<file path="src/verilog/icache_pkg.sv">
`default_nettype none

package icache_pkg;

  // address geometry
  localparam int ADDR_W = 32;
  localparam int WORD_W = 32;
  localparam int NUM_LINES = 128;
  localparam int INDEX_W = 7;
  localparam int OFFSET_W = 6;
  localparam int TAG_W = ADDR_W - INDEX_W - OFFSET_W;

  // refill burst, one 32-bit word per beat
  localparam int WORDS_PER_LINE = 16;
  localparam int WORD_SEL_W = 4;
  localparam logic [7:0] BURST_LEN = 8'd15;

  // data array is addressed by {index, word select}
  localparam int DATA_AW = INDEX_W + WORD_SEL_W;
  localparam int DATA_DEPTH = NUM_LINES * WORDS_PER_LINE;

  // top nibble of the bypass space
  localparam logic [3:0] UNCACHED_REGION = 4'hA;

  typedef logic [TAG_W-1:0] tag_t;
  typedef logic [WORD_W-1:0] word_t;

  typedef struct packed {
    tag_t                  tag;
    logic [INDEX_W-1:0]    index;
    logic [WORD_SEL_W-1:0] word;
    logic [1:0]            byte_off;
  } addr_fields_t;

  typedef struct packed {
    logic              valid;
    logic [ADDR_W-1:0] addr;
  } fetch_req_t;

  typedef struct packed {
    logic  valid;
    word_t word;
  } fetch_rsp_t;

  // held from request until the last beat
  typedef struct packed {
    logic              valid;
    logic [ADDR_W-1:0] addr;
    logic [7:0]        len;
  } mem_ar_t;

  typedef struct packed {
    logic  valid;
    word_t data;
  } mem_r_t;

  typedef enum logic [2:0] {
    IDLE,
    LOOKUP,
    REFILL,
    REREAD,
    UNCACHED
  } icache_state_t;

endpackage

`default_nettype wire
</file>
<file path="src/verilog/refill_counter.sv">
`timescale 1ns/10ps
`default_nettype none

module refill_counter import icache_pkg::*; (
  input  wire logic                  clk,
  input  wire logic                  rst,
  input  wire logic                  start_i,
  input  wire logic                  beat_i,
  output logic [WORD_SEL_W-1:0]      word_o,
  output logic                       last_o
);

  // accepted beats of the current refill
  logic [WORD_SEL_W-1:0] count_q;

  always_ff @(posedge clk) begin
    if (rst || start_i) begin
      count_q <= '0;
    end else if (beat_i) begin
      // wraps to zero after the last beat
      count_q <= count_q + 1'b1;
    end
  end

  // beat n lands in word n of the line
  assign word_o = count_q;

  // final beat of the burst
  assign last_o = (count_q == BURST_LEN[WORD_SEL_W-1:0]);

endmodule

`default_nettype wire

</file>
<file path="config.mk">
export PLATFORM = sky130hd
export DESIGN_NAME = refill_counter
export DESIGN_NICKNAME = d
export VERILOG_FILES = /design/src/verilog/icache_pkg.sv /design/src/verilog/refill_counter.sv
export SDC_FILE = /design/constraint.sdc
export NUM_CORES = 1
export LEC_CHECK = 0
export ABC_AREA = 1
export CORE_AREA = 2 2 39 41
export CTS_BUF_LIST = sky130_fd_sc_hd__clkbuf_2 sky130_fd_sc_hd__clkbuf_4 sky130_fd_sc_hd__clkbuf_8
export CTS_CLUSTER_DIAMETER = 50
export DETAILED_ROUTE_END_ITERATION = 16
export DIE_AREA = 0 0 41 43
export DONT_BUFFER_PORTS = 1
export PLACE_DENSITY = 0.38
export RECOVER_POWER = 50
export SLEW_MARGIN = 25
export SYNTH_ARGS = -nofsm -noshare
export SYNTH_HDL_FRONTEND = slang
export SYNTH_SLANG_ARGS = --single-unit
</file>
<file path="constraint.sdc">
create_clock -name clk -period 0.85 [get_ports clk]
set_clock_uncertainty 0.1 [all_clocks]
set_input_delay 0.0425 -clock clk [delete_from_list [all_inputs] [get_ports clk]]
set_output_delay 0.0425 -clock clk [all_outputs]
set_load 0.05 [all_outputs]
</file>
==> results.sh, run 1 <==
export IMPL_yosys_area_share_simple=0.369
export IMPL_via_count=211
export IMPL_finalHoldViolCount=4
export IMPL_dp_cells=46
export IMPL_globalRouteTotalUtil=0.0733
export IMPL_start_kind="flip-flop"
export IMPL_synth_seq_cells=4
export IMPL_dieArea_mm2=0.00176
export IMPL_synth_ff_type="dfxtp_1"
export IMPL_period_minus_slack_ns=1.13
export IMPL_clkPwrFrac=0.516
export IMPL_grt_antenna_before_repair=0
export IMPL_worstPathArrival_ns=0.99
export IMPL_max_vdd_ir_drop_mv=0.571
export IMPL_cts_buffer_depth=2
export IMPL_cts_buffers=3
export IMPL_tightestPinTransition_ns=0.427
export IMPL_clk_latency_ns=0.23
export IMPL_drtIter0Drc=1
export IMPL_worstHoldPathType="input pin to flip-flop"
export IMPL_overflow=0
export IMPL_wl_um=500
export IMPL_cp_startpoint="word_o[0]"
export IMPL_seq_area_um2=95.1
export IMPL_largest_reg_flops=4
export IMPL_start_util=0.127
export IMPL_endpoint_kind="output pin"
export IMPL_slew_viol_final=0
export IMPL_rows=14
export IMPL_die_w_um=41
export IMPL_seqPwrFrac=0.332
export IMPL_path_cells="ha_4 -> and3_4"
export IMPL_wl_per_cell_um=9.26
export IMPL_synth_top_family_by_area="simple AND/OR/NAND/NOR gates"
export IMPL_relSlewSlack=0.715
export IMPL_final_layout_size_suffix_gt1_frac=0.737
export IMPL_yosysMostFrequentCell="nor2_1"
export IMPL_avgSynthCellArea_um2=7.35
export IMPL_synth_top_cell_area_share=0.454
export IMPL_setup_viol=9
export IMPL_syn_instance_count=24
export IMPL_dr_pass1_iters=2
export IMPL_grt_pass1_wl_um=800
export IMPL_comb_power_share=0.152
export IMPL_synth_fa_ha_area_frac=0.0709
export IMPL_die_y_um=43
export IMPL_syn_area_um2=176
export IMPL_clock_root_buffer="clkbuf_4"
export IMPL_p_int_mw=0.432
export IMPL_synth_xor_area_frac=0
export IMPL_clk_pin_slew_ns=0.04
export IMPL_rsz0062_at_grt="true"
export IMPL_synth_area_leaders="dfxtp_1 45%, nor2_1 13%, nand2_1 11%, ha_1 7.1%, a21oi_1 5.7%"
export IMPL_cts_num_sinks=4
export IMPL_viasPerCell=3.91
export IMPL_ant_nets=0
export IMPL_fin_nets=44
export IMPL_core_area_mm2=0.00138
export IMPL_async_flop_share=0
export IMPL_yosys_area_top_type="dfxtp_1"
export IMPL_crit_required_ns=0.71
export IMPL_slowest_delay_ns=0.35
export IMPL_syn_to_final_growth_pct=130
export IMPL_cp_slowest_cell="dfxtp_4"
export IMPL_grt_max_degree=7
export IMPL_p_sw_frac=0.236
export IMPL_finalNonFillerCells=54
export IMPL_drc=0
export IMPL_timing_final_ws_setup_ns=-0.279
export IMPL_ios=9
export IMPL_synth_net_count=29
export IMPL_synth_cell_type_count=11
export IMPL_r2r_start="word_o[1]"
export IMPL_timing_fmax_ghz=0.886
export IMPL_maxCapViolCount=0
export IMPL_violations="hold timing, setup timing"
export IMPL_powerDensity_mw_per_mm2=1390
export IMPL_nFillCells=146
export IMPL_io_buffers=0
export IMPL_synth_compound_area_share=0.0851
export IMPL_synth_edf_count=0
export IMPL_grt_pass1_vias=210
export IMPL_cts_htree_levels=1
export IMPL_status="complete, but fails checks"
export IMPL_ys_warn_count=0
export IMPL_crit_fanout=2
export IMPL_dpl_worst_slack_ns=-0.0636
export IMPL_p_leak_nw=0.167
export IMPL_netSwitchingPower_mw=0.134
export IMPL_cts_hold_buffers=1
export IMPL_ys_top_cells_by_count="6 x nor2_1, 5 x nand2_1, 4 x dfxtp_1, 2 x a21oi_1"
export IMPL_multi_input_area_um2=140
export IMPL_reg2reg_slack_ns=-0.16
export IMPL_routabilityCongestion=0.635
export IMPL_hp_start="rst"
export IMPL_diodes=0
export IMPL_hold_ws_ns=-0.0623
export IMPL_synth_area_mux_share=0
export IMPL_path_class="flip-flop to output pin"
export IMPL_power_total_mw=0.566
export IMPL_synth_yosys_seq_area_share=0.454
export IMPL_tritoncts="done"
export IMPL_finalCritPeriodShare=1.33
[timing repair]
item | CTS | global route
pin swaps | 3 | 2
resized for setup | 13 | 8
hold endpoints to repair | 4 | 4
setup buffers | 3 | 0
setup endpoints to repair | 8 | 9
[placed cells by master, fill, tap and decap left out, types with 2 or more instances in the layout]
cell / instances
nand2_2: 2
dfxtp_4: 4
buf_6: 2
clkbuf_4: 4
nand2_1: 3
buf_4: 3
nor2_1: 5
buf_8: 4
[per-layer routing]
metal / vias to the layer above / track usage / part of all wire
li1: 107 / - / -
met1: 95 / 0.0772 / 0.44
met2: 9 / 0.0938 / 0.47
met3: 0 / 0.0524 / 0.084
met4: 0 / 0.0600 / 0
met5: - / 0 / 0
[per-stage QoR]
step	setup TNS [ns]	hold WS (ns)	util	cell area [um2]
2_1_floorplan	-0.532	0.0259	-	206
3_3_place_gp	-0.147	0.0269	0.196	272
3_5_place_dp	-0.202	0.0384	0.196	272
4_1_cts	-1.46	-0.105	0.274	379
5_1_grt	-1.60	-0.0686	0.294	407
6_report	-1.32	-0.0623	0.294	407
[layout make-up]
type                    instances  share of cell area
flip-flops and latches          4               0.234
well taps                      16              0.0492
clock buffers                   4              0.0738
repair buffers                 10               0.289
inverters                       1             0.00923
multi-input cells              19               0.345
[critical path, delay by kind of cell (launching register included)]
kind / cells / cell delay [ns]
simple gates: 1 / 0.27
fa+ha+maj: 1 / 0.13
flops: 1 / 0.35
[power groups by stage]
stage | Combinational (mW) | Clock [mW] | Sequential [mW]
floorplan | 0.0173 | 0 | 0.211
global placement | 0.0480 | 0 | 0.195
detailed placement | 0.0490 | 0 | 0.195
CTS | 0.0773 | 0.311 | 0.191
global route | 0.0910 | 0.324 | 0.188
finish | 0.0859 | 0.292 | 0.188
[final timing paths]
kind               end  cells past startpoint
min          word_o[1]                      3
max reg2reg  word_o[2]                      5
min reg2reg  word_o[2]                      2
max             last_o                      2
[logic make-up after synthesis]
kind of cell | after synthesis
buffers and inverters | 1
flip-flops | 4
adder cells (fa/ha/maj) | 1
AO/OA/AOI/OAI | 3
AND/OR/NAND/NOR | 15
Power figures use the tool's default switching activity.
==> run 2: changes to the inputs <==
==> constraint.sdc (replaced) <==
create_clock -name clk -period 1.25 [get_ports clk]
set_clock_uncertainty 0.1 [all_clocks]
set_input_delay 0.0625 -clock clk [delete_from_list [all_inputs] [get_ports clk]]
set_output_delay 0.0625 -clock clk [all_outputs]
set_load 0.05 [all_outputs]
==> results.sh, run 2 (same netlist as run 1, synthesis figures left out) <==
export IMPL_dp_hpwl_um=343
export IMPL_p_leak_nw=0.114
export IMPL_grt_max_degree=7
export IMPL_grt_met3_usage=0.0942
export IMPL_grt_pass1_vias=199
export IMPL_worstHoldPathType="flip-flop to flip-flop"
export IMPL_path_class="flip-flop to output pin"
export IMPL_final_layout_size_suffix_gt1_frac=0.441
export IMPL_core_area_mm2=0.00138
export IMPL_crit_fanout=3
export IMPL_drc=0
export IMPL_globalRouteTotalUtil=0.0683
export IMPL_finalCritPeriodShare=0.934
export IMPL_grt_met1_usage=0.0611
export IMPL_ios=9
export IMPL_fin_nets=41
export IMPL_tightestPinTransition_ns=0.279
export IMPL_die_y_um=43
export IMPL_worstPathArrival_ns=1.00
export IMPL_drtIter0Drc=3
export IMPL_fin_setup_tns_ns=0
export IMPL_viasPerCell=3.84
export IMPL_endpoint_kind="output pin"
export IMPL_clock_root_buffer="clkbuf_4"
export IMPL_final_common_cell="nor2_1"
export IMPL_crit_required_ns=1.09
export IMPL_powerDensity_mw_per_mm2=1100
export IMPL_status="completed"
export IMPL_dr_pass1_iters=2
export IMPL_clk_pin_slew_ns=0.04
export IMPL_r2r_start="word_o[1]"
export IMPL_worstRegToRegCells=3
export IMPL_io_buffers=0
export IMPL_routabilityCongestion=0.727
export IMPL_die_w_um=41
export IMPL_wl_um=432
export IMPL_top_usage_layer="met3"
export IMPL_diodes=0
export IMPL_relSlewSlack=0.815
export IMPL_cts_htree_levels=1
export IMPL_grt_antenna_before_repair=0
export IMPL_use_met2=0.0781
export IMPL_wl_per_cell_um=8.64
export IMPL_finalHoldViolCount=0
export IMPL_period_minus_slack_ns=1.17
export IMPL_mostFrequentLayoutCells="6 x nor2_1, 5 x nand2_1, 4 x dfxtp_2"
export IMPL_maxCapViolCount=0
export IMPL_overflow=0
export IMPL_ant_nets=0
export IMPL_cp_startpoint="word_o[0]"
export IMPL_cts_num_sinks=4
export IMPL_syn_to_final_growth_pct=68.1
export IMPL_setup_viol=0
export IMPL_crit_end="last_o"
export IMPL_start_util=0.127
export IMPL_final_area_um2=297
export IMPL_reg2reg_slack_ns=0.29
export IMPL_dieArea_mm2=0.00176
export IMPL_via_count=192
export IMPL_max_vdd_ir_drop_mv=0.526
export IMPL_start_kind="flip-flop"
export IMPL_grt_pass1_wl_um=717
export IMPL_slew_viol_final=0
export IMPL_rows=14
export IMPL_clk_latency_ns=0.23
export IMPL_r2r_end="word_o[1]"
export IMPL_rsz0062_at_grt="false"
export IMPL_cts_buffer_depth=2
export IMPL_cts_buffers=3
export IMPL_largest_reg_flops=4
export IMPL_placed_area_um2=233
export IMPL_timing_fmax_ghz=0.857
export IMPL_utilization=0.214
export IMPL_tritoncts="done"
-- run 2: worst min-delay path by stage --
stage | endpoint | cells past startpoint | from | slack [ns]
final | word_o[3] | 2 | word_o[3] | 0.41
after global routing | word_o[3] | 3 | word_o[3] | 0.44
after CTS | word_o[3] | 2 | word_o[3] | 0.42
after detailed placement | word_o[1] | 1 | beat_i | 0.05
after global placement | word_o[1] | 1 | beat_i | 0.05
after floorplan | word_o[1] | 1 | beat_i | 0.04
-- run 2: through the flow --
stage / std cells / hold slack (ns) / setup WS, ns / power [mW]
CTS: 50 / 0.418 / 0.0246 / 0.336
finish: 50 / 0.408 / 0.0829 / 0.326
floorplan: 24 / 0.0444 / 0.0171 / 0.157
detailed placement: 44 / 0.0545 / 0.219 / 0.164
global route: 50 / 0.443 / 0.0219 / 0.359
global placement: 44 / 0.0483 / 0.229 / 0.163
-- run 2: layout make-up --
| class | count | area (um2) |
|---|---|---|
| timing repair buffer | 7 | 55.1 |
| fill | 163 | 1090 |
| inverter | 1 | 3.75 |
| multi-input combinational | 19 | 110 |
| tap | 16 | 20.0 |
| clock buffer | 3 | 22.5 |
| sequential | 4 | 85.1 |
-- run 2: power by group --
part	switching (mW)	total, mW	internal, mW
Sequential	0.00401	0.136	0.132
Clock	0.0454	0.152	0.107
Combinational	0.0225	0.0381	0.0156
-- run 2: timing repair --
item	4_1_cts	5_1_grt
endpoints found under the hold margin	4	0
buffers inserted	0	0
resized for setup	1	2
pin swaps	0	1
setup endpoints to repair	1	1
hold buffers	3	0
-- run 2: layer usage --
metal | up-vias | wire length, um
met5 | - | 0
met4 | 0 | 6
met3 | 2 | 72
met2 | 10 | 164
met1 | 80 | 189
li1 | 100 | -
-- run 2: worst max-delay path: stages (launching register included) --
cell and delay, ns:
dfxtp_2 0.36, ha_4 0.15, and3_4 0.27
