===== config.mk =====
export PLATFORM = sky130hd
export DESIGN_NAME = icache_ctrl
export DESIGN_NICKNAME = d
export VERILOG_FILES = /design/src/verilog/icache_pkg.sv /design/src/verilog/icache_ctrl.sv
export SDC_FILE = /design/constraint.sdc
export NUM_CORES = 1
export LEC_CHECK = 0
export BUFFER_PORTS_ARGS = -buffer_cell sky130_fd_sc_hd__buf_2
export CORE_MARGIN = 2
export CORE_UTILIZATION = 35
export DETAILED_ROUTE_END_ITERATION = 10
export PLACE_DENSITY = 0.72
export SYNTH_ARGS = -nofsm -noshare
export SYNTH_HDL_FRONTEND = slang
export SYNTH_SLANG_ARGS = --single-unit

===== constraint.sdc =====
create_clock -name clk -period 3.4 [get_ports clk]
set_input_delay 0 -clock clk [delete_from_list [all_inputs] [get_ports clk]]
set_output_delay 0 -clock clk [all_outputs]
set_load 0.01 [all_outputs]

===== src/verilog/icache_pkg.sv =====
`default_nettype none

package icache_pkg;

  // address geometry
  localparam int ADDR_W = 32;
  localparam int WORD_W = 32;
  localparam int NUM_LINES = 128;
  localparam int INDEX_W = 7;
  localparam int OFFSET_W = 6;
  localparam int TAG_W = ADDR_W - INDEX_W - OFFSET_W;

  // refill burst, one 32-bit word per beat
  localparam int WORDS_PER_LINE = 16;
  localparam int WORD_SEL_W = 4;
  localparam logic [7:0] BURST_LEN = 8'd15;

  // data array is addressed by {index, word select}
  localparam int DATA_AW = INDEX_W + WORD_SEL_W;
  localparam int DATA_DEPTH = NUM_LINES * WORDS_PER_LINE;

  // top nibble of the bypass space
  localparam logic [3:0] UNCACHED_REGION = 4'hA;

  typedef logic [TAG_W-1:0] tag_t;
  typedef logic [WORD_W-1:0] word_t;

  typedef struct packed {
    tag_t                  tag;
    logic [INDEX_W-1:0]    index;
    logic [WORD_SEL_W-1:0] word;
    logic [1:0]            byte_off;
  } addr_fields_t;

  typedef struct packed {
    logic              valid;
    logic [ADDR_W-1:0] addr;
  } fetch_req_t;

  typedef struct packed {
    logic  valid;
    word_t word;
  } fetch_rsp_t;

  // held from request until the last beat
  typedef struct packed {
    logic              valid;
    logic [ADDR_W-1:0] addr;
    logic [7:0]        len;
  } mem_ar_t;

  typedef struct packed {
    logic  valid;
    word_t data;
  } mem_r_t;

  typedef enum logic [2:0] {
    IDLE,
    LOOKUP,
    REFILL,
    REREAD,
    UNCACHED
  } icache_state_t;

endpackage

`default_nettype wire

===== src/verilog/icache_ctrl.sv =====
`timescale 1ns/10ps
`default_nettype none

module icache_ctrl import icache_pkg::*; (
  input  wire logic                  clk,
  input  wire logic                  rst,
  // fetch port
  input  wire fetch_req_t            fetch_req_i,
  output fetch_rsp_t                 fetch_rsp_o,
  // memory port
  output mem_ar_t                    mem_ar_o,
  input  wire mem_r_t                mem_r_i,
  // tag store
  output logic [INDEX_W-1:0]         tag_index_o,
  output tag_t                       tag_o,
  output logic                       tag_write_o,
  input  wire logic                  hit_i,
  // refill counter
  output logic                       refill_start_o,
  output logic                       refill_beat_o,
  input  wire logic [WORD_SEL_W-1:0] refill_word_i,
  input  wire logic                  refill_last_i,
  // data array
  output logic [DATA_AW-1:0]         data_addr_o,
  output logic                       data_we_o,
  output word_t                      data_wdata_o,
  input  wire word_t                 data_rdata_i
);

  icache_state_t state_q;

  // registered fetch address
  addr_fields_t addr_q;
  addr_fields_t req_fields;
  addr_fields_t line_addr;

  // memory request register
  logic              ar_valid_q;
  logic [ADDR_W-1:0] ar_addr_q;
  logic [7:0]        ar_len_q;

  // uncached word, returned straight from the beat
  logic  unc_valid_q;
  word_t unc_word_q;

  logic beat;
  logic uncached;
  logic lookup_hit;
  logic lookup_miss;

  assign req_fields = fetch_req_i.addr;

  // line-aligned refill address
  assign line_addr = '{tag: addr_q.tag, index: addr_q.index, word: '0, byte_off: '0};

  // bypass decode, only from the registered address
  assign uncached = (addr_q[ADDR_W-1 -: 4] == UNCACHED_REGION);

  // memory always accepts, so a beat is valid on both sides
  assign beat = ar_valid_q && mem_r_i.valid;

  assign lookup_hit = (state_q == LOOKUP) && !uncached && hit_i;
  assign lookup_miss = (state_q == LOOKUP) && !uncached && !hit_i;

  always_ff @(posedge clk) begin
    if (rst) begin
      state_q <= IDLE;
      ar_valid_q <= 1'b0;
      unc_valid_q <= 1'b0;
    end else begin
      // response pulse lasts one cycle
      unc_valid_q <= 1'b0;
      case (state_q)
        IDLE: begin
          // skip the request still held during the uncached pulse
          if (fetch_req_i.valid && !unc_valid_q) begin
            state_q <= LOOKUP;
          end
        end
        LOOKUP: begin
          if (uncached) begin
            state_q <= UNCACHED;
            ar_valid_q <= 1'b1;
          end else if (hit_i) begin
            state_q <= IDLE;
          end else begin
            state_q <= REFILL;
            ar_valid_q <= 1'b1;
          end
        end
        REFILL: begin
          if (beat && refill_last_i) begin
            state_q <= REREAD;
            ar_valid_q <= 1'b0;
          end
        end
        REREAD: begin
          // arrays are read again with the new line
          state_q <= LOOKUP;
        end
        UNCACHED: begin
          if (beat) begin
            state_q <= IDLE;
            ar_valid_q <= 1'b0;
            unc_valid_q <= 1'b1;
          end
        end
        default: begin
          state_q <= IDLE;
        end
      endcase
    end
  end

  // payload registers
  always_ff @(posedge clk) begin
    if (state_q == IDLE && fetch_req_i.valid) begin
      addr_q <= req_fields;
    end
    if (state_q == LOOKUP) begin
      ar_addr_q <= uncached ? addr_q : line_addr;
      ar_len_q <= uncached ? 8'd0 : BURST_LEN;
    end
    if (state_q == UNCACHED && beat) begin
      unc_word_q <= mem_r_i.data;
    end
  end

  assign mem_ar_o = '{valid: ar_valid_q, addr: ar_addr_q, len: ar_len_q};

  // idle presents the live request so the lookup has data a cycle later
  assign tag_index_o = (state_q == IDLE) ? req_fields.index : addr_q.index;
  assign tag_o = addr_q.tag;

  assign refill_start_o = lookup_miss;
  assign refill_beat_o = (state_q == REFILL) && beat;
  // tag and valid bit go in with the final beat
  assign tag_write_o = refill_beat_o && refill_last_i;

  always_comb begin
    if (state_q == IDLE) begin
      data_addr_o = {req_fields.index, req_fields.word};
    end else if (state_q == REFILL) begin
      data_addr_o = {addr_q.index, refill_word_i};
    end else begin
      data_addr_o = {addr_q.index, addr_q.word};
    end
  end

  assign data_we_o = refill_beat_o;
  assign data_wdata_o = mem_r_i.data;

  // hit answers from the array, bypass from its own register
  assign fetch_rsp_o = '{
    valid: lookup_hit || unc_valid_q,
    word:  unc_valid_q ? unc_word_q : data_rdata_i
  };

endmodule

`default_nettype wire


==> metrics, run 1 <==
largest net degree at the start of global routing 33; worst slew pin tran just under 0.9 ns; worst hold path class primary input to register; top_reg_cell synth edfxtp_1; first-pass GRT wire length about 17000 microns; top cells by area, synth edfxtp_1 (66%), buf_4 (11%), mux2_2 (10%), dfxtp_1 (2.3%), and2_1 (1.1%); top cell family by delay on the critical path simple AND/OR/NAND/NOR gates; setup total negative slack 0 ns; RePlAce Congestion 0.779; Clock Power Share 0.292; H-Tree Depth 3; number of synthesized register bits 102; final core area utilization 0.520; count leader, synth edfxtp_1; Buf/Inv on CP 2; first-pass iteration count of the detailed router 4; DR vias/cell about 4.3; P_leak 2.63 nW; Distinct cells, synth 35; number of DRC markers in iteration 0 roughly 140; routed length per instance 16.6 microns; IO Port Bufs between 200 and 250; P&R area growth vs syn 43.2%; Post-Synthesis Cell Area 4390 sq um; CP Data Required Time 3.40 ns; CP Max Fanout 25; fin cells 701; Die W roughly 120 microns; area leader, netlist edfxtp_1; clock skew 0.00699 ns; routed vias 3033; top-area cell type share of the netlist area 0.663; Final #Nets 633; crit start category register; final hold vios 0; Worst setup endpoint refill_start_o; initial antenna violation count 1; Total Routing Usage GR 0.169; CTS tree yes; crit share post-route 0.690; crit end category primary output; drt total wl between 10000 and 15000 microns; core area 12100 sq um; Peak VDD IR about 0.27 mV; CTS max path bufs 2; Boundary Pins 253; Setup crit start state_q[0]; # DRC 0; Seq/Total Area, Yosys 0.686; P_int 0.00253 W; clock latency on the worst-skew pair 0.34 ns; placed cells slightly above 600; slowest cell delay on critical path ~0.63 ns; gr ovfl total 0; Clock Sinks 102; Cell Pwr Density between 500 and 600 nW/um^2; Stages on worst setup path 4; r2r worst-path depth 2; Die H 116 microns; Reg power frac 0.479; cts bufs inserted 9; Reg clk slew, reported paths about 0.07 ns; Post-synth EDFFs 97; max frequency 426 MHz; Routed Antenna Nets 0; Crit Reg-Reg Endpoint addr_q[5]; crit-path cells nor3b_4 -> buf_4 -> and3_1 -> buf_2; switching power 0.000992 W; Max Slew Vio Count 0; FF-to-FF Start state_q[1]; area of the die 13500 sq um; post-layout min period 2.35 ns; Cells after Synth between 200 and 300; layout cells sized above 1 0.594; Switching Share 0.281; CP max-delay cell nor3b_4; Root Driver clkbuf_16; hold_ws 0.0382 ns; Slew headroom 0.412; Final setup viols 0; Setup Buffers After CTS 0; unrepaired setup endpoints after global routing no; Ys Warns 0; slack of the worst reg-to-reg path roughly 1.3 ns; Row Count 40; Critical Path AT 2.35 ns; Post-synth ARST share 0; hpwl dp 8560 microns; max-cap violation count 0; # resized after CTS 0; vias in the first global route 3140; Gate power share 0.229; Synth top cells by count edfxtp_1 (97), buf_4 (67), mux2_2 (39); syn_area_per_cell 16.2 sq um; Initial Utilization 0.363; critical path type register to primary output; run status complete, no violations
[worst register-to-register path, cell delays in order, from the launching register on]
cell and delay [ns]:
dfxtp_1 0.51, nor3_4 0.49, and2_2 0.72
[metal layers]
| layer | part of all wire | GRT usage | up-vias |
|---|---|---|---|
| li1 | - | - | 1433 |
| met2 | 0.53 | 0.317 | 179 |
| met3 | 0.095 | 0.0575 | 15 |
| met5 | 0 | 0 | - |
| met1 | 0.36 | 0.169 | 1406 |
| met4 | 0.019 | 0.0706 | 0 |
[worst min-delay path by stage]
| stage | from | endpoint | slack [ns] | cells past startpoint |
|---|---|---|---|---|
| 6_report | hit_i | state_q[1] | 0.04 | 3 |
| 5_1_grt | hit_i | state_q[1] | 0.05 | 3 |
| 4_1_cts | hit_i | state_q[1] | 0.03 | 3 |
| 3_5_place_dp | fetch_req_i[28] | tag_o[15] | 0.18 | 1 |
| 3_3_place_gp | fetch_req_i[1] | addr_q[1] | 0.18 | 1 |
| 2_1_floorplan | rst | ar_valid_q | 0.07 | 1 |
[sequential cells by signal (all words and copies together), names as in the netlist]
signal and cells:
addr_q 13, ar_addr_q 32, ar_len_q 1, ar_valid_q 1, state_q 3, tag_o 19
unc_valid_q 1, unc_word_q 32
[repair_timing]
| item | 4_1_cts | 5_1_grt |
|---|---|---|
| hold buffers | 66 | 0 |
| setup endpoints to repair | 0 | 0 |
| endpoints found under the hold margin | 68 | 0 |
[power by group through the flow]
| stage | logic (W) | clock network, W | registers, W |
|---|---|---|---|
| 4_1_cts | 0.000820 | 0.00106 | 0.00169 |
| 3_3_place_gp | 0.000752 | 0 | 0.00171 |
| 5_1_grt | 0.000884 | 0.00111 | 0.00171 |
| 2_1_floorplan | 0.000486 | 0 | 0.00173 |
| 3_5_place_dp | 0.000757 | 0 | 0.00172 |
| 6_report | 0.000808 | 0.00103 | 0.00169 |
[metrics by stage]
step           total power, W  area [sq um]  setup slack (ns)
2_1_floorplan         0.00222          4410             0.175
3_3_place_gp          0.00246          5330              1.32
3_5_place_dp          0.00248          5330              1.25
4_1_cts               0.00357          6290             0.985
5_1_grt               0.00371          6290             0.892
6_report              0.00353          6290              1.05
[kinds of logic (layout without fill, tap and decap cells)]
kind of cell / count (synthesis) / count (layout) / synth area share
flip-flops: 102 / 102 / 0.686
multiplexers: 43 / 43 / 0.109
AND/OR/NAND/NOR: 33 / 33 / 0.0510
AO/OA/AOI/OAI: 13 / 13 / 0.0214
XOR/XNOR: 1 / 1 / 0.00199
buffers and inverters: 78 / 336 / 0.130
other: 1 / 5 / 0.000853
[final cells by class]
cell class,instances,area [sq um]
diodes,1,2.50
fillers,1050,5820
clock buffers,9,225
flip-flops and latches,102,3010
repair buffers,317,1920
multi-input cells,94,833
inverters,3,11.3
clock inverters,7,73.8
well taps,168,210
[cells in the final DEF, fill, tap and decap left out, types with 2 or more instances in the layout]
master / synthesis / layout
a211oi_1: 2 / 2
a21oi_1: 6 / 6
a31o_2: 2 / 2
and2_1: 8 / 7
buf_2: 3 / 248
buf_4: 67 / 3
clkbuf_16: 0 / 9
clkinvlp_4: 0 / 2
conb_1: 1 / 4
dfxtp_1: 5 / 5
dlygate4sd3_1: 0 / 66
edfxtp_1: 97 / 97
inv_1: 3 / 3
mux2_2: 39 / 39
mux2i_1: 4 / 4
nand2_1: 3 / 3
nand2b_1: 3 / 3
nor2_1: 5 / 5
(Power assumes the default switching activity.)
==> run 2: changes to the inputs <==
PLACE_DENSITY = 0.69   (was 0.72)
clock period = 2.4 ns   (was 3.4 ns; I/O delays follow)
==> run 2 against run 1 <==
Compared with the run above:
- clock-buffer cell count stayed put
- register-to-register slack worse by 0.86 ns
- non-clock buffer count is 5 higher
- clock power is 39% higher
- critical endpoint unchanged
==> metrics, run 2 (synthesis results as in run 1) <==
Max Slew Vio Count 0 (unchanged); Die W 116 microns (unchanged); max-cap violation count 0 (unchanged); Critical Path AT 2.02 ns (was 2.35 ns); Initial Utilization 0.363 (unchanged); crit start category register (unchanged); P&R area growth vs syn 44.1% (was 43.2%); Final setup viols 0 (unchanged); unrepaired setup endpoints after global routing no (unchanged); first-pass iteration count of the detailed router 4 (unchanged); Total Routing Usage GR 0.164 (was 0.169); Tot Pwr 0.00501 W (was 0.00353 W); largest net degree at the start of global routing 35 (was 33); final hold vios 0 (unchanged); drt total wl 11500 microns (was 11600 microns); most frequent cells in the layout buf_2 (248), edfxtp_1 (97), dlygate4sd3_1 (66), mux2_2 (39), clkbuf_16 (9) (unchanged); post-layout min period 2.02 ns; hpwl dp 8320 microns (was 8560 microns); Setup Buffers After CTS 0 (unchanged); slowest cell delay on critical path 0.66 ns (was 0.63 ns); max frequency 496 MHz; vias in the first global route 3053 (was 3140); H-Tree Depth 3 (unchanged); area of the die 13500 sq um (unchanged); Routed Antenna Nets 0 (unchanged); placed cells 623 (was 618); IO Port Bufs 248 (unchanged); # DRC 0 (unchanged); worst hold path class primary input to register (unchanged); CTS max path bufs 2 (unchanged); CTS tree yes (unchanged); Clock Sinks 102 (unchanged); run status complete, no violations (unchanged); clock skew 0.00707 ns (was 0.00699 ns); CP max-delay cell dfxtp_1 (was nor3b_4); Peak VDD IR 0.332 mV (was 0.267 mV); gr ovfl total 0 (unchanged); crit end category primary output (unchanged); Die H 116 microns (unchanged); DR vias/cell 4.35 (was 4.33); setup total negative slack 0 ns (unchanged); P_leak 2.66 nW (was 2.63 nW); crit share post-route 0.841; CP Data Required Time 2.40 ns (was 3.40 ns); commonest non-fill, non-tap cell in the layout buf_2 (unchanged); core area 12100 sq um (unchanged); ant diodes 0 (was 1); Root Driver clkbuf_16 (unchanged); routed vias 3070 (was 3033); Cell Pwr Density 791 nW/um^2 (was 560 nW/um^2); routed length per instance 16.3 microns (was 16.6 microns); Slew headroom 0.531 (was 0.412); Boundary Pins 253 (unchanged); Final #Nets 638 (was 633); fin cells 705 (was 701); initial antenna violation count 0 (was 1); Row Count 40 (unchanged); RePlAce Congestion 0.779 (about the same); first-pass GRT wire length 16000 microns (was 16600 microns); number of DRC markers in iteration 0 87 (was 141); clock latency on the worst-skew pair 0.34 ns (about the same); worst slew pin tran 0.702 ns (was 0.870 ns); cts bufs inserted 9 (unchanged); Reg clk slew, reported paths 0.07 ns (about the same); layout cells sized above 1 0.596 (was 0.594); critical path type register to primary output (unchanged); CP Max Fanout 12 (was 25); crit-path cells nor3b_4 -> and3_1 -> buf_2 (was nor3b_4 -> buf_4 -> and3_1 -> buf_2)
==> run 2: cell count changes in the layout (fill, tap and decap cells not counted) <==
cell        delta
nor3_4         +1
and2_1         +1
buf_4          +5
nor3_2         -1
inv_6          +1
diode_2        -1
inv_8          -1
clkinvlp_4     -1
clkinv_4       +1
and2_2         -1
==> run 2: metal layers <==
metal  vias up  share of wire  GRT usage  wire length (microns)
li1       1442              -          -                      -
met1      1424           0.37      0.173                   4310
met2       190           0.52      0.303                   5940
met3        14          0.090     0.0471                   1040
met4         0          0.020     0.0714                    227
met5         -              0          0                      0
==> run 2: layout make-up <==
cell class                 instances  area (sq um)
multi-input combinational         94           838
tap                              168           210
fill                            1042          5780
inverter                           3          11.3
timing repair buffer             322          1960
sequential                       102          3010
clock buffer                       9           225
clock inverter                     7          72.6
==> run 2: final timing paths <==
check | start | end | slack (ns) | cells past startpoint
setup / recovery | state_q[0] | refill_start_o | 0.38 | 3
hold / removal | hit_i | state_q[1] | 0.04 | 3
hold reg to reg | tag_o[10] | ar_addr_q[23] | 0.44 | 0
setup reg to reg | state_q[0] | ar_addr_q[17] | 0.43 | 2
==> run 2: metrics by stage <==
step / hold WS [ns] / setup slack [ns] / utilization / cell area, sq um
after global placement: 0.178 / 0.518 / 0.444 / 5370
after CTS: 0.0205 / 0.352 / 0.523 / 6330
after global routing: 0.0344 / 0.249 / 0.523 / 6330
after detailed placement: 0.178 / 0.431 / 0.444 / 5370
final: 0.0352 / 0.383 / 0.523 / 6330
after floorplan: 0.0728 / 0.153 / - / 4410
==> run 2: where the power goes <==
group | total, W | internal (W) | switching [W]
logic | 0.00118 | 0.000537 | 0.000643
registers | 0.00239 | 0.00227 | 0.000125
clock network | 0.00143 | 0.000810 | 0.000625
total | 0.00501 | 0.00361 | 0.00139
==> run 2: worst max-delay path: cells and delay by family, from the launching register on <==
family | cells | cell delay, ns
DFF | 1 | 0.66
buffers and inverters | 1 | 0.12
and+or+nand+nor | 2 | 0.89
==> run 2: what timing repair did <==
item / 4_1_cts / 5_1_grt
hold buffers: 66 / 0
gates resized for setup: 0 / 0
endpoints found under the hold margin: 68 / 0
==> run 3: changes to the inputs <==
clock period = 2 ns   (was 2.4 ns; I/O delays follow)
==> run 3 against run 2 <==
Compared with the run above:
- largest cell class unchanged
- via count is 1.5% lower
- cell count did not move
- die area is the same
- combinational power grew 25%
- clock power up 14%
- total power is 18% higher
- non-clock buffer count stayed put
- critical path type unchanged
- worst setup slack lost 0.11 ns
- sequential power is 18% higher
- first-iteration DRC count is 60% higher
- hold slack worse by 0.0095 ns
==> metrics, run 3 (synthesis results as in run 1) <==
critical path type register to primary output (unchanged); CP max-delay cell dfxtp_1 (unchanged); drt total wl 11200 microns (was 11500 microns); FF-to-FF Start state_q[2] (was state_q[0]); initial antenna violation count 0 (unchanged); Crit Reg-Reg Endpoint addr_q[4] (was ar_addr_q[17]); slack of the worst reg-to-reg path 0.42 ns (was 0.43 ns); vias in the first global route 3065 (was 3053); final core area utilization 0.523 (about the same); max-cap violation count 0 (unchanged); slowest cell delay on critical path 0.38 ns (was 0.66 ns); fin cells 705 (unchanged); crit share post-route 0.866; placed cells 623 (unchanged); busiest layer in global routing met2 (unchanged); Critical Path AT 1.73 ns (was 2.02 ns); crit end category primary output (unchanged); clock skew 0.00747 ns (was 0.00707 ns); H-Tree Depth 3 (unchanged); Peak VDD IR 0.326 mV (was 0.332 mV); worst hold path class primary input to register (unchanged); first-pass GRT wire length 16000 microns (about the same); CTS tree yes (unchanged); core area 12100 sq um (unchanged); routed length per instance 15.9 microns (was 16.3 microns); fillcell total 1029 (was 1042); final hold vios 0 (unchanged); first-pass iteration count of the detailed router 4 (unchanged); r2r worst-path depth 2 (unchanged); max frequency 578 MHz; ant diodes 0 (unchanged); run status complete, no violations (unchanged); met3 Resource Use GR 0.0445 (was 0.0471); CP Data Required Time 2.00 ns (was 2.40 ns); gr ovfl total 0 (unchanged); DR vias/cell 4.29 (was 4.35); P_leak 2.66 nW (about the same); Setup crit start state_q[0] (unchanged); largest net degree at the start of global routing 38 (was 35); most frequent cells in the layout buf_2 (248), edfxtp_1 (97), dlygate4sd3_1 (66), mux2_2 (39), clkbuf_16 (9) (unchanged); CTS max path bufs 2 (unchanged); Worst setup endpoint fetch_rsp_o[32] (was refill_start_o); layout cells sized above 1 0.598 (was 0.596); Setup Buffers After CTS 0 (unchanged); CP Max Fanout 37 (was 12); met2 global-route usage 0.286 (was 0.303); Cell Pwr Density 936 nW/um^2 (was 791 nW/um^2); Max Slew Vio Count 0 (unchanged); commonest non-fill, non-tap cell in the layout buf_2 (unchanged); cts bufs inserted 9 (unchanged); crit start category register (unchanged); Root Driver clkbuf_16 (unchanged); crit-path cells buf_4 -> nor3b_4 -> buf_12 -> a31o_2 -> buf_2 (was nor3b_4 -> and3_1 -> buf_2); IO Port Bufs 248 (unchanged); Clock Sinks 102 (unchanged); Total Routing Usage GR 0.161 (was 0.164); area of the die 13500 sq um (unchanged); Final setup viols 0 (unchanged); post-layout min period about 1.7 ns; Row Count 40 (unchanged); Reg clk slew, reported paths 0.07 ns (about the same); hpwl dp 8080 microns (was 8320 microns); Slew headroom 0.510 (was 0.531); worst slew pin tran 0.735 ns (was 0.702 ns); clock latency on the worst-skew pair 0.34 ns (about the same); Die H 116 microns (unchanged); GR Util met1 0.180 (was 0.173); number of DRC markers in iteration 0 139 (was 87); RePlAce Congestion 0.780 (was 0.779); # DRC 0 (unchanged); routed vias 3025 (was 3070); Boundary Pins 253 (unchanged); Initial Utilization 0.363 (unchanged); P&R area growth vs syn 44.2% (was 44.1%); unrepaired setup endpoints after global routing no (unchanged); Final #Nets 638 (unchanged); Die W 116 microns (unchanged); Routed Antenna Nets 0 (unchanged)
-- run 3: power breakdown --
part	switching [W]	total, W	internal (W)	leakage [nW]
Sequential	0.000104	0.00283	0.00272	0.941
Clock	0.000782	0.00163	0.000849	0.135
Combinational	0.000819	0.00148	0.000656	1.59
-- run 3: critical path: cells and delay by family (launching register included) --
kind	cells	cell delay [ns]
AOI/OAI and AO/OA	1	0.18
buffers and inverters	3	0.58
DFF	1	0.38
and+or+nand+nor	1	0.25
-- run 3: timing repair --
action / 4_1_cts / 5_1_grt
gates resized for setup: 0 / 0
hold buffers: 66 / 0
endpoints found under the hold margin: 68 / 0
endpoints found under the setup margin: 0 / 0
-- run 3: worst min path at each step --
stage,startpoint,cells past startpoint,slack [ns],endpoint
2_1_floorplan,rst,1,0.07,ar_valid_q
3_3_place_gp,fetch_req_i[15],1,0.18,tag_o[2]
3_5_place_dp,fetch_req_i[18],1,0.18,tag_o[5]
4_1_cts,hit_i,3,0.01,state_q[1]
5_1_grt,hit_i,3,0.03,state_q[1]
6_report,hit_i,3,0.03,state_q[1]
-- run 3: cell type report --
cell class                 instances  area (sq um)  share of cell area
clock buffer                       9           225              0.0355
clock inverter                     7          50.0             0.00790
inverter                           3          11.3             0.00178
multi-input combinational         94           840               0.133
sequential                       102          3010               0.476
tap                              168           210              0.0332
timing repair buffer             322          1990               0.314
-- run 3: through the flow --
stage | cell area, sq um | hold slack [ns] | total power [W] | setup TNS (ns) | setup WS (ns)
6_report | 6340 | 0.0257 | 0.00593 | 0 | 0.269
5_1_grt | 6340 | 0.0346 | 0.00624 | 0 | 0.115
4_1_cts | 6340 | 0.0123 | 0.00601 | 0 | 0.238
3_5_place_dp | 5400 | 0.179 | 0.00427 | 0 | 0.381
3_3_place_gp | 5400 | 0.178 | 0.00423 | 0 | 0.452
2_1_floorplan | 4420 | 0.0728 | 0.00377 | -0.00484 | -0.00484
-- run 3: per-layer routing --
metal | up-vias | wire, microns
li1 | 1441 | -
met3 | 20 | 995
met1 | 1372 | 4360
met5 | - | 0
met2 | 192 | 5600
met4 | 0 | 276
